File: src/hw/rx_engine_pkg.sv
/*
 Shared widths, request codes and stage structs of the completer-request
 receive engine. Each RTL module imports what it needs from here.
*/
package rx_engine_pkg;

   localparam int DW_BITS  = 32;  // one doubleword
   localparam int BEAT_DW  = 8;   // dws per 256-bit beat
   localparam int LEN_BITS = 11;  // dword count field

   // request type codes, descriptor bits 78:75
   localparam logic [3:0] REQ_MEM_RD = 4'b0000;
   localparam logic [3:0] REQ_MEM_WR = 4'b0001;

   ////////////////////////////////////////////////////////////
   // completer request descriptor, low 128 bits of first beat
   ////////////////////////////////////////////////////////////
   typedef struct packed {
      logic                rsvd_127;
      logic [2:0]          attr;          // 126:124
      logic [2:0]          tc;            // 123:121
      logic [8:0]          bar;           // aperture and bar id
      logic [7:0]          rsvd_func;     // target function, unused
      logic [7:0]          tag;           // 103:96
      logic [15:0]         requester_id;  // 95:80
      logic                rsvd_79;
      logic [3:0]          req_type;      // 78:75
      logic [LEN_BITS-1:0] dw_count;      // 74:64
      logic [63:0]         address;       // bits 1:0 carry the AT field
   } cq_desc_t;

   // first beat view, descriptor below and payload dw0..3 above
   typedef struct packed {
      logic [3:0][DW_BITS-1:0] payload;
      cq_desc_t                desc;
   } cq_hdr_beat_t;

   // same word, read as header beat or as plain payload beat
   typedef union packed {
      cq_hdr_beat_t                   hdr;
      logic [BEAT_DW-1:0][DW_BITS-1:0] dw;   // dw[0] in bits 31:0
   } cq_beat_u;

   typedef struct packed {
      cq_beat_u   beat;
      logic       last;
      logic [7:0] byte_en;   // last dw be 7:4, first dw be 3:0
   } cq_in_t;

   typedef struct packed {
      cq_beat_u   beat;
      logic       sop;
      logic       last;
      logic [7:0] byte_en;
   } cap_beat_t;

   typedef struct packed {
      cq_beat_u            beat;
      logic                sop;
      logic                last;
      logic [LEN_BITS-1:0] len;   // only meaningful with sop
   } wr_beat_t;

   typedef struct packed {
      logic [2:0]  tc;
      logic [2:0]  attr;
      logic [9:0]  len;
      logic [15:0] requester_id;
      logic [7:0]  tag;
      logic [7:0]  byte_en;
      logic [10:0] addr;   // dw address
   } cpl_req_t;

endpackage

File: src/hw/cq_beat_capture.sv
/*
 Input stage on the completer-request stream. Registers every transferred
 beat with a start-of-packet flag and holds it while the decoder stalls.
*/
module cq_beat_capture (
   input  logic                     clk,
   input  logic                     rst_n,
   input  logic                     cq_valid_i,
   input  rx_engine_pkg::cq_in_t    cq_i,
   output logic                     cq_ready_o,
   input  logic                     dec_ready_i,
   output logic                     cap_valid_o,
   output rx_engine_pkg::cap_beat_t cap_beat_o
);
   import rx_engine_pkg::*;

   logic in_pkt_q;   // inside a packet, first beat already seen
   logic take;       // stream transfer this cycle

   // free slot, or the held beat leaves this cycle
   assign cq_ready_o = !cap_valid_o || dec_ready_i;
   assign take       = cq_valid_i && cq_ready_o;

   ////////////////////////////////////////////////////////////
   // framing and occupancy
   ////////////////////////////////////////////////////////////
   always_ff @(posedge clk) begin
      if (!rst_n) begin
         in_pkt_q    <= 1'b0;
         cap_valid_o <= 1'b0;
      end else begin
         if (take) begin
            in_pkt_q <= !cq_i.last;   // last closes, first opens
         end
         if (take) begin
            cap_valid_o <= 1'b1;
         end else if (dec_ready_i) begin
            cap_valid_o <= 1'b0;      // consumed, nothing new
         end
      end
   end

   // beat register, loads on the transfer clock
   always_ff @(posedge clk) begin
      if (take) begin
         cap_beat_o.beat    <= cq_i.beat;
         cap_beat_o.sop     <= !in_pkt_q;
         cap_beat_o.last    <= cq_i.last;
         cap_beat_o.byte_en <= cq_i.byte_en;
      end
   end

endmodule

File: src/hw/cq_request_decoder.sv
/*
 Request decoder. Classifies each packet from its descriptor, issues a
 four-phase completion request for one-DW reads and forwards write beats.
 Any other packet is swallowed.
*/
module cq_request_decoder (
   input  logic                     clk,
   input  logic                     rst_n,
   input  logic                     cap_valid_i,
   input  rx_engine_pkg::cap_beat_t cap_beat_i,
   output logic                     dec_ready_o,
   output rx_engine_pkg::cpl_req_t  cpl_req_o,
   output logic                     cpl_req_valid_o,
   input  logic                     cpl_ack_i,
   output logic                     wr_valid_o,
   output rx_engine_pkg::wr_beat_t  wr_beat_o
);
   import rx_engine_pkg::*;

   typedef enum logic [1:0] {
      ST_IDLE,      // taking beats
      ST_REQ,       // req high, waiting for ack
      ST_ACK_LOW    // req dropped, waiting for ack to fall
   } cpl_state_e;

   cpl_state_e state_q;
   logic       pkt_is_wr_q;   // class of the current packet
   cq_desc_t   desc;
   logic       take;
   logic       is_rd1;        // single-dw memory read
   logic       is_wr_sop;
   logic       fwd;           // beat goes to the packer

   assign desc = cap_beat_i.beat.hdr.desc;   // only valid on sop beats

   // stall from read acceptance until ack has fallen
   assign dec_ready_o = (state_q == ST_IDLE);
   assign take        = cap_valid_i && dec_ready_o;

   assign is_rd1    = cap_beat_i.sop && (desc.req_type == REQ_MEM_RD)
                      && (desc.dw_count == LEN_BITS'(1));
   assign is_wr_sop = cap_beat_i.sop && (desc.req_type == REQ_MEM_WR);
   assign fwd       = cap_beat_i.sop ? is_wr_sop : pkt_is_wr_q;

   ////////////////////////////////////////////////////////////
   // completion handshake and packet class
   ////////////////////////////////////////////////////////////
   always_ff @(posedge clk) begin
      if (!rst_n) begin
         state_q         <= ST_IDLE;
         pkt_is_wr_q     <= 1'b0;
         cpl_req_valid_o <= 1'b0;
         wr_valid_o      <= 1'b0;
      end else begin
         wr_valid_o <= take && fwd;
         if (take && cap_beat_i.sop) begin
            pkt_is_wr_q <= is_wr_sop;   // later beats follow the header
         end
         case (state_q)
            ST_IDLE: begin
               if (take && is_rd1) begin
                  cpl_req_valid_o <= 1'b1;
                  state_q         <= ST_REQ;
               end
            end
            ST_REQ: begin
               if (cpl_ack_i) begin
                  cpl_req_valid_o <= 1'b0;   // phase 3
                  state_q         <= ST_ACK_LOW;
               end
            end
            ST_ACK_LOW: begin
               if (!cpl_ack_i) begin
                  state_q <= ST_IDLE;        // phase 4 seen
               end
            end
            default: begin
               cpl_req_valid_o <= 1'b0;
               state_q         <= ST_IDLE;
            end
         endcase
      end
   end

   // request fields, frozen while req is up
   always_ff @(posedge clk) begin
      if (take && is_rd1 && (state_q == ST_IDLE)) begin
         cpl_req_o.tc           <= desc.tc;
         cpl_req_o.attr         <= desc.attr;
         cpl_req_o.len          <= desc.dw_count[9:0];
         cpl_req_o.requester_id <= desc.requester_id;
         cpl_req_o.tag          <= desc.tag;
         cpl_req_o.byte_en      <= cap_beat_i.byte_en;
         cpl_req_o.addr         <= desc.address[12:2];   // byte to dw address
      end
   end

   // write beat toward the packer
   always_ff @(posedge clk) begin
      if (take) begin
         wr_beat_o.beat <= cap_beat_i.beat;
         wr_beat_o.sop  <= cap_beat_i.sop;
         wr_beat_o.last <= cap_beat_i.last;
         wr_beat_o.len  <= desc.dw_count;
      end
   end

endmodule

File: src/hw/cq_payload_packer.sv
/*
 Write payload packer. The first beat carries only four payload DWs, so
 each FIFO word joins the upper half of one beat with the lower half of
 the next. DWs past the write length are zeroed; a leftover half is flushed.
*/
module cq_payload_packer (
   input  logic                    clk,
   input  logic                    rst_n,
   input  logic                    wr_valid_i,
   input  rx_engine_pkg::wr_beat_t wr_beat_i,
   output logic                    fifo_wr_o,
   output logic [255:0]            fifo_data_o
);
   import rx_engine_pkg::*;

   logic [3:0][DW_BITS-1:0] carry_q;   // upper half of the previous beat
   logic [LEN_BITS-1:0]     rem_q;     // dws not yet written incl. carry
   logic                    hold_v_q;  // second word waiting for the port
   logic [255:0]            hold_q;
   logic                    gen_a;     // word from this beat
   logic                    gen_b;     // flush word from this beat
   logic [255:0]            word_a;
   logic [255:0]            word_b;
   logic [3:0]              n_main;    // dws valid in word_a
   logic [LEN_BITS-1:0]     rem_after;

   // zero every dw at index n and above
   function automatic logic [255:0] keep_dw(
      input logic [BEAT_DW-1:0][DW_BITS-1:0] w,
      input logic [3:0]                      n
   );
      logic [BEAT_DW-1:0][DW_BITS-1:0] r;
      for (int i = 0; i < BEAT_DW; i++) begin
         r[i] = (i < n) ? w[i] : '0;
      end
      return r;
   endfunction

   ////////////////////////////////////////////////////////////
   // word assembly
   ////////////////////////////////////////////////////////////
   always_comb begin
      n_main    = (rem_q > LEN_BITS'(8)) ? 4'd8 : rem_q[3:0];
      rem_after = rem_q - LEN_BITS'(n_main);
      word_a    = keep_dw({wr_beat_i.beat.dw[3:0], carry_q}, n_main);
      word_b    = keep_dw({128'b0, wr_beat_i.beat.dw[7:4]}, rem_after[3:0]);
      gen_a     = 1'b0;
      gen_b     = 1'b0;
      if (wr_valid_i) begin
         if (wr_beat_i.sop) begin
            // short write fits entirely in the header beat
            word_a = keep_dw({128'b0, wr_beat_i.beat.hdr.payload}, wr_beat_i.len[3:0]);
            gen_a  = (wr_beat_i.len <= LEN_BITS'(4));
         end else begin
            gen_a = (rem_q != '0);
            gen_b = wr_beat_i.last && (rem_after != '0);   // leftover upper half
         end
      end
   end

   always_ff @(posedge clk) begin
      if (!rst_n) begin
         rem_q     <= '0;
         hold_v_q  <= 1'b0;
         fifo_wr_o <= 1'b0;
      end else begin
         if (wr_valid_i) begin
            if (wr_beat_i.sop) begin
               rem_q <= (wr_beat_i.len <= LEN_BITS'(4)) ? '0 : wr_beat_i.len;
            end else if (wr_beat_i.last) begin
               rem_q <= '0;          // any rest leaves through the hold word
            end else begin
               rem_q <= rem_after;
            end
         end
         if (hold_v_q) begin
            fifo_wr_o <= 1'b1;       // older word first
            hold_v_q  <= gen_a;
         end else begin
            fifo_wr_o <= gen_a;
            hold_v_q  <= gen_b;
         end
      end
   end

   // payload path
   always_ff @(posedge clk) begin
      if (wr_valid_i) begin
         carry_q <= wr_beat_i.beat.dw[7:4];   // upper half of every beat
      end
      if (hold_v_q) begin
         fifo_data_o <= hold_q;
         if (gen_a) begin
            hold_q <= word_a;
         end
      end else begin
         fifo_data_o <= word_a;
         if (gen_b) begin
            hold_q <= word_b;
         end
      end
   end

endmodule

File: src/hw/rx_throughput_meter.sv
/*
 Throughput meter. Counts FIFO writes over a fixed window of cycles and
 presents the count with a one-cycle strobe at the end of every window.
*/
module rx_throughput_meter #(
   parameter int unsigned WINDOW_CYCLES = 25_000_000   // cycles per window
) (
   input  logic        clk,
   input  logic        rst_n,
   input  logic        fifo_wr_i,
   output logic        tput_valid_o,
   output logic [31:0] tput_count_o
);

   logic [31:0] win_cnt_q;    // position inside the window
   logic [31:0] word_cnt_q;   // words so far, this cycle excluded
   logic        win_end;

   assign win_end = (win_cnt_q == 32'(WINDOW_CYCLES - 1));

   // count covers the strobe cycle too
   assign tput_valid_o = win_end;
   assign tput_count_o = word_cnt_q + 32'(fifo_wr_i);

   ////////////////////////////////////////////////////////////
   // window and word counters
   ////////////////////////////////////////////////////////////
   always_ff @(posedge clk) begin
      if (!rst_n) begin
         win_cnt_q  <= '0;
         word_cnt_q <= '0;
      end else if (win_end) begin
         win_cnt_q  <= '0;          // restart, count already published
         word_cnt_q <= '0;
      end else begin
         win_cnt_q  <= win_cnt_q + 32'd1;
         word_cnt_q <= tput_count_o;
      end
   end

endmodule

File: src/hw/rx_engine.sv
/*
 Completer-request receive engine, top level. Chains capture, decoder,
 payload packer and throughput meter; WINDOW_CYCLES sets the meter window.
*/
module rx_engine #(
   parameter int unsigned WINDOW_CYCLES = 25_000_000
) (
   input  logic                    clk,
   input  logic                    rst_n,
   // completer request stream
   input  logic                    cq_valid_i,
   input  rx_engine_pkg::cq_in_t   cq_i,
   output logic                    cq_ready_o,
   // completion request to the transmit unit
   output rx_engine_pkg::cpl_req_t cpl_req_o,
   output logic                    cpl_req_valid_o,
   input  logic                    cpl_ack_i,
   // receive fifo, no back-pressure
   output logic                    fifo_wr_o,
   output logic [255:0]            fifo_data_o,
   // throughput report
   output logic                    tput_valid_o,
   output logic [31:0]             tput_count_o
);
   import rx_engine_pkg::*;

   logic      cap_valid;
   cap_beat_t cap_beat;
   logic      dec_ready;
   logic      wr_valid;
   wr_beat_t  wr_beat;

   cq_beat_capture capture_i (
      .clk         (clk),
      .rst_n       (rst_n),
      .cq_valid_i  (cq_valid_i),
      .cq_i        (cq_i),
      .cq_ready_o  (cq_ready_o),
      .dec_ready_i (dec_ready),
      .cap_valid_o (cap_valid),
      .cap_beat_o  (cap_beat)
   );

   cq_request_decoder decoder_i (
      .clk             (clk),
      .rst_n           (rst_n),
      .cap_valid_i     (cap_valid),
      .cap_beat_i      (cap_beat),
      .dec_ready_o     (dec_ready),
      .cpl_req_o       (cpl_req_o),
      .cpl_req_valid_o (cpl_req_valid_o),
      .cpl_ack_i       (cpl_ack_i),
      .wr_valid_o      (wr_valid),
      .wr_beat_o       (wr_beat)
   );

   cq_payload_packer packer_i (
      .clk         (clk),
      .rst_n       (rst_n),
      .wr_valid_i  (wr_valid),
      .wr_beat_i   (wr_beat),
      .fifo_wr_o   (fifo_wr_o),
      .fifo_data_o (fifo_data_o)
   );

   rx_throughput_meter #(
      .WINDOW_CYCLES (WINDOW_CYCLES)
   ) meter_i (
      .clk          (clk),
      .rst_n        (rst_n),
      .fifo_wr_i    (fifo_wr_o),
      .tput_valid_o (tput_valid_o),
      .tput_count_o (tput_count_o)
   );

endmodule

File: config.mk
export PLATFORM = sky130hd
export DESIGN_NAME = rx_engine
export DESIGN_NICKNAME = d
export VERILOG_FILES = /design/src/hw/rx_engine_pkg.sv /design/src/hw/cq_beat_capture.sv /design/src/hw/cq_request_decoder.sv /design/src/hw/cq_payload_packer.sv /design/src/hw/rx_throughput_meter.sv /design/src/hw/rx_engine.sv
export SDC_FILE = /design/constraint.sdc
export NUM_CORES = 1
export LEC_CHECK = 0
export BUFFER_PORTS_ARGS = -buffer_cell sky130_fd_sc_hd__buf_2
export CORE_MARGIN = 4
export CORE_UTILIZATION = 60
export CTS_CLUSTER_DIAMETER = 120
export DETAILED_ROUTE_END_ITERATION = 10
export PLACE_DENSITY = 0.83
export SYNTH_ARGS = -nofsm -noshare
export SYNTH_HDL_FRONTEND = slang
export SYNTH_SLANG_ARGS = --single-unit
File: constraint.sdc
create_clock -name clk -period 49.5 [get_ports clk]
set_input_delay 7.425 -clock clk [delete_from_list [all_inputs] [get_ports clk]]
set_output_delay 7.425 -clock clk [all_outputs]
set_load 0.05 [all_outputs]
; Word level (Yosys, flattened, before mapping)
; Cells that the tools add are included.
[word_totals]
word_cells = 130
output_inout_bits = 351
regBits = 1318
[op_classes]
addsub = 3
bitwise = 2
n_eq_ne = 9
n_reduce_logical = 24
muxes = 42
order_cmp = 18
[op_table]
columns = op, count
row1 = 256-bit two-way mux, 6
row2 = 32-bit two-way mux, 16
row3 = 11-bit two-way mux, 3
row4 = 32-bit by 1-bit adder with 32-bit output, 1
row5 = 32-bit by 1-bit adder with 32-bit output (second input constant), 1
row6 = 32-bit by 25-bit == test with 1-bit output (second input constant), 1
row7 = 1-bit by 4-bit < comparator with 1-bit output (first input constant), 6
row8 = 2-bit by 4-bit < comparator with 1-bit output (first input constant), 6
row9 = 11-bit nonzero test, 2
row10 = 3-bit by 4-bit < comparator with 1-bit output (first input constant), 4
row11 = 11-bit by 1-bit == test with 1-bit output (second input constant), 1
row12 = 11-bit by 4-bit > comparator with 1-bit output (second input constant), 1
row13 = 11-bit by 3-bit <= comparator with 1-bit output (second input constant), 1
row14 = 1-bit two-way mux, 11
row15 = 11-bit by 4-bit subtractor with 11-bit output, 1
row16 = 1-bit logical AND, 10
row17 = 2-bit two-way mux, 3
row18 = 2-bit inequality test (second input constant), 3
row19 = 2-bit one-hot mux with 3 select lines, 1
row20 = 3-bit AND reduction, 2
row21 = 4-bit by 1-bit == test with 1-bit output (second input constant), 1
row22 = 4-bit zero test, 1
row23 = 4-bit two-way mux, 1
row24 = 2-bit nonzero test, 2
row25 = 10 further kinds, 13

; Longest topological paths before layout
[depth]
depth_word = 9
mapped_depth = 12
mapped_depth_nobuf = 9

; Cells and area by module
; A second synthesis with hierarchy kept.
[hier_totals]
hier_cells = 2556
area_unflattened_um2 = 44740.4
[by_module_without_submodules]
columns = module, area_each_um2, cells_per_inst, instances
row1 = cq_payload_packer, 23752.8, 1589, 1
row2 = cq_request_decoder, 9860.7, 356, 1
row3 = cq_beat_capture, 8084.0, 276, 1
row4 = rx_throughput_meter, 3042.9, 335, 1

; Worst setup path after synthesis
; OpenSTA, ideal clock, no wires.
[synth_path]
path_kind = register to register
start = register decoder_i.state_q[1]
end = register decoder_i.cpl_req_o[0] (netlist name)
path_stages_with_launch = 4
period_less_slack_ns = 24.341
path_buffers = 0
t_arrival_ns = 23.862
required_ns = 49.021
setup_slack_ns = 25.159
setup_time_ns = 0.479
cell_sequence = dfxtp_1 nor3b_1 nand2_1 nor2_1
[synth_between]
elab_chain_len = 4
[synth_rtl]
columns = item, line
row1 = start: declaration, cq_request_decoder.sv:26  ; cpl_state_e state_q;
row2 = start signal: assignment, cq_request_decoder.sv:50  ; state_q <= ST_IDLE;
row3 = start signal: assignment, cq_request_decoder.sv:63  ; state_q <= ST_REQ;
row4 = start signal: assignment, cq_request_decoder.sv:69  ; state_q <= ST_ACK_LOW;
row5 = 2-bit zero test, cq_request_decoder.sv:37  ; assign dec_ready_o = (state_q == ST_IDLE);
row6 = 1-bit logical AND, cq_request_decoder.sv:38  ; assign take = cap_valid_i && dec_ready_o;
row7 = net decoder_i.take, cq_request_decoder.sv:29  ; logic take;
row8 = 1-bit logical AND (2 in series), cq_request_decoder.sv:87  ; if (take && is_rd1 && (state_q == ST_IDLE)) begin
; The timed path passes the listed nets, and every way through them passes these cells.
; A chain may end at the register's enable or synchronous reset.

; Final worst setup path
[layout_path]
start = register packer_i.fifo_wr_o
end = output port tput_count_o[27]
[layout_between]
elab_chain_len = 1
[layout_rtl]
columns = item, line
row1 = start: declaration, cq_payload_packer.sv:11  ; output logic fifo_wr_o,
row2 = start signal: assignment, cq_payload_packer.sv:80  ; fifo_wr_o <= gen_a;
row3 = 32-bit by 1-bit adder with 32-bit output, rx_throughput_meter.sv:23  ; assign tput_count_o = word_cnt_q + 32'(fifo_wr_i);
row4 = end: declaration, rx_engine.sv:23  ; output logic [31:0] tput_count_o
; Every way passes these cells.

==> run_results.csv <==
group,metric,value,unit
die,coreArea,0.0732,mm2
clocking,numClockSinks,1307,
route,wl_per_cell,24.6,um
final_layout,final_util,71.8,%
critical_path,worst-r2r-cell-count,7,
sta,tightest_slew,1.26,ns
sta,tns,0,ns
sta,hold_viol_final,0,
clocking,post_cts_resized,0,
die,ios,620,
synthesis,seq_area_frac_synth,80.7,%
final_layout,area_growth,18.4,%
power_and_ir_drop,p_per_area,41.8,mW/mm2
synthesis,synth_top_family_by_area,"compound AO/OA/AOI/OAI gates",
clocking,cts_root_buf,"clkbuf_16",
critical_path,cp.required,42.08,ns
sta,slew_violations,0,
placement,dpl.hpwl,64600,um
critical_path,cp.arrival,3.14,ns
placement,dp.cells,4010,
synthesis,avgSynthCellArea,17.6,um2
placement,port-buffer-count,619,
synthesis,synth-edff-count,967,
final_layout,finalNetCount,3447,
route,avgViaCountPerCell,5.92,
critical_path,startpoint,"packer_i.fifo_wr_o",
sta,rsz0062_at_grt,"no",
critical_path,critical_path_class,"reg2out",
synthesis,yosys.area_share.adder,0.141,%
worst_hold_path,min_path_type,"reg2reg",
clocking,cts_made_buffers,120,
final_layout,final_cells,4254,
die,fp.dieH,280,um
global_routing,grt_max_degree,223,
clocking,cts_tree,"done",
synthesis,async_reset_ff_share,0,%
status,status,"finished, final reports clean",
global_routing,grt_pass1_vias,25600,
critical_path,critPathCapture,"tput_count_o[27]",
sta,fin_crit_sh,21.4,%
global_routing,antenna_found_initial,28,
global_routing,grt_overflow,0,
synthesis,yosys-top-cells-area,"edfxtp_1, dfxtp_1, a22o_1",
sta,max_freq,94.6,MHz
clocking,htree_levels,3,
power_and_ir_drop,p_leak,19.9,nW
critical_path,start_kind,"flop",
die,row_count,99,
synthesis,synthSimpleGateAreaFrac,5.17,%
power_and_ir_drop,ir_drop,0.0457,mV
global_routing,grt_usage,26.1,%
synthesis,synth_area,0.0444,mm2
synthesis,synth_xor_area_share,1.24,%
synthesis,ys_ff_latch,1307,
synthesis,ys_types,54,
die,start_util,60.7,%
clocking,holdBufCountCts,0,
die,fp.dieArea,0.0784,mm2
power_and_ir_drop,p_total,2.20,mW
synthesis,synth_compound_area_share,8.89,%
critical_path,cpMaxStageDelayCell,"nor4_2",
synthesis,syn_nets,2803,
placement,placement.cell_area,0.0486,mm2
synthesis,synth_top_area_share,65.4,%
synthesis,synthMuxAreaShare,2.52,%
synthesis,synthCells,2529,
placement,place.gp.congestion,0.848,
die,die_w,280,um
synthesis,synth_common_cells,"edfxtp_1, a22o_1, dfxtp_1",
clocking,clk_path_buf_depth,3,
critical_path,r2r-start,"decoder_i.wr_beat_o[5]",
critical_path,slowest_delay,0.81,ns
critical_path,reg2reg_slack,44.72,ns
critical_path,crit_path_frequent_cell,"nand3_1",
route,detail-route-antenna-nets,0,
critical_path,reg2reg_to,"packer_i.hold_q[159]",
critical_path,crit_fanout,9,
sta,setup_viol,0,
clocking,clk_pin_slew,0.06,ns
critical_path,crit_chain,"ha_1, nand3_1, nor4_2, nand3_1, xnor2_1, buf_2",
route,dr.pass1.iters,5,
synthesis,synth.most_common_cell,"edfxtp_1",
route,drt_iter0_markers,2308,
route,wirelength,105000,um
clocking,postCtsSetupRepairBufs,0,
route,vias,25200,
sta,clock_skew,0.0624,ns
route,route.detailed.drc,0,
final_layout,final_cell_area,0.0526,mm2
synthesis,yosys_warnings,0,
sta,fin_crit,10.57,ns
sta,slew_headroom,15.1,%
global_routing,grt_pass1_wl,157000,um
clocking,worstSkewPairLatency,0.70,ns
synthesis,synth.largest_area_cell,"edfxtp_1",
synthesis,ys.flop_type,"edfxtp_1",
flow_run,max_cap_violations,0,
final_layout,drive_above_1_share,29.4,%
critical_path,crit_path_end_kind,"primary output",
cell families after synthesis:
logic type,count (synthesis)
buf+inv,144
compound gates,490
other cells,2
simple gates,418
xor+xnor,63
mux,100
fa+ha+maj,5
flops,1307
layout make-up:
class / count / area (um2)
clock buffer: 174 / 3370
timing repair buffer: 652 / 3370
inverter: 14 / 52.6
sequential: 1307 / 35900
antenna: 16 / 40.0
multi-input combinational: 1078 / 8140
fill: 4205 / 20600
tap: 959 / 1200
clock inverter: 54 / 549
sequential cells by signal (all words and copies together), names as in the netlist:
signal	cells
decoder_i.pkt_is_wr_q	1
packer_i.rem_q	11
decoder_i.cpl_req_valid_o	1
packer_i.hold_v_q	1
capture_i.in_pkt_q	1
decoder_i.cpl_req_o	59
packer_i.carry_q	128
packer_i.fifo_data_o	256
decoder_i.wr_valid_o	1
decoder_i.wr_beat_o	258
decoder_i.state_q	2
packer_i.fifo_wr_o	1
capture_i.cap_valid_o	1
meter_i.win_cnt_q	32
capture_i.cap_beat_o	266
packer_i.hold_q	256
meter_i.word_cnt_q	32
stage by stage:
step / hold slack [ns] / setup slack [ns]
6_report: 0.378 / 38.93
3_5_place_dp: 0.405 / 39.38
2_1_floorplan: 0.400 / 25.16
5_1_grt: 0.378 / 38.68
4_1_cts: 0.386 / 38.93
3_3_place_gp: 0.401 / 39.49
worst min-delay path by stage:
stage,slack [ns],cells past startpoint,startpoint,endpoint
after floorplan,0.40,0,capture_i.cap_beat_o[0],decoder_i.cpl_req_o[11]
after CTS,0.39,0,capture_i.cap_beat_o[214],decoder_i.wr_beat_o[217]
after global placement,0.40,0,capture_i.cap_beat_o[38],decoder_i.wr_beat_o[41]
after detailed placement,0.40,0,capture_i.cap_beat_o[122],decoder_i.wr_beat_o[125]
after global routing,0.38,0,capture_i.cap_beat_o[166],decoder_i.wr_beat_o[169]
final,0.38,0,capture_i.cap_beat_o[209],decoder_i.wr_beat_o[212]
routing by layer:
| layer | GRT usage, % | share of wire, % |
|---|---|---|
| met1 | 33.3 | 37 |
| met2 | 43.5 | 50 |
| met3 | 7.36 | 10 |
| met4 | 9.10 | 3.3 |
| met5 | 0 | 0.13 |
critical path, delay by kind of cell, from the launching register on:
family | cells | cell delay, ns
fa+ha+maj | 1 | 0.17
simple gates | 3 | 1.27
buf+inv | 1 | 0.34
xor+xnor | 1 | 0.34
flops | 1 | 0.33
report_power, final:
part           switching, mW  leakage, nW  internal (mW)
registers             0.0137         11.8           1.20
clock network          0.404         1.90          0.498
logic                 0.0533         6.19         0.0240
cell usage in the layout (no fill, tap or decap), types with 5 or more instances in the layout:
cell,synthesis,final
nor4_1,15,15
nand3_1,27,27
mux2_2,96,96
ha_1,5,5
a22o_1,351,351
edfxtp_1,967,967
nor2b_1,35,35
nand4_1,25,25
xnor2_1,28,28
clkbuf_16,0,120
nor2_2,0,6
clkinvlp_4,0,6
xor2_1,35,35
a22oi_1,41,41
nor2_1,65,57
diode_2,0,16
and3_1,8,8
and4_1,6,6
a21oi_1,22,12
dfxtp_1,340,338
clkinv_16,0,6
nand2_1,69,69
nor3_1,9,8
inv_1,14,14
buf_4,0,31
clkbuf_1,107,38
a21oi_4,0,6
clkinv_1,0,8
and2_1,134,133
clkbuf_8,0,16
o21ai_0,53,52
buf_2,15,619
clkinv_2,0,26
No activity file was read; power rests on OpenSTA's default activity.
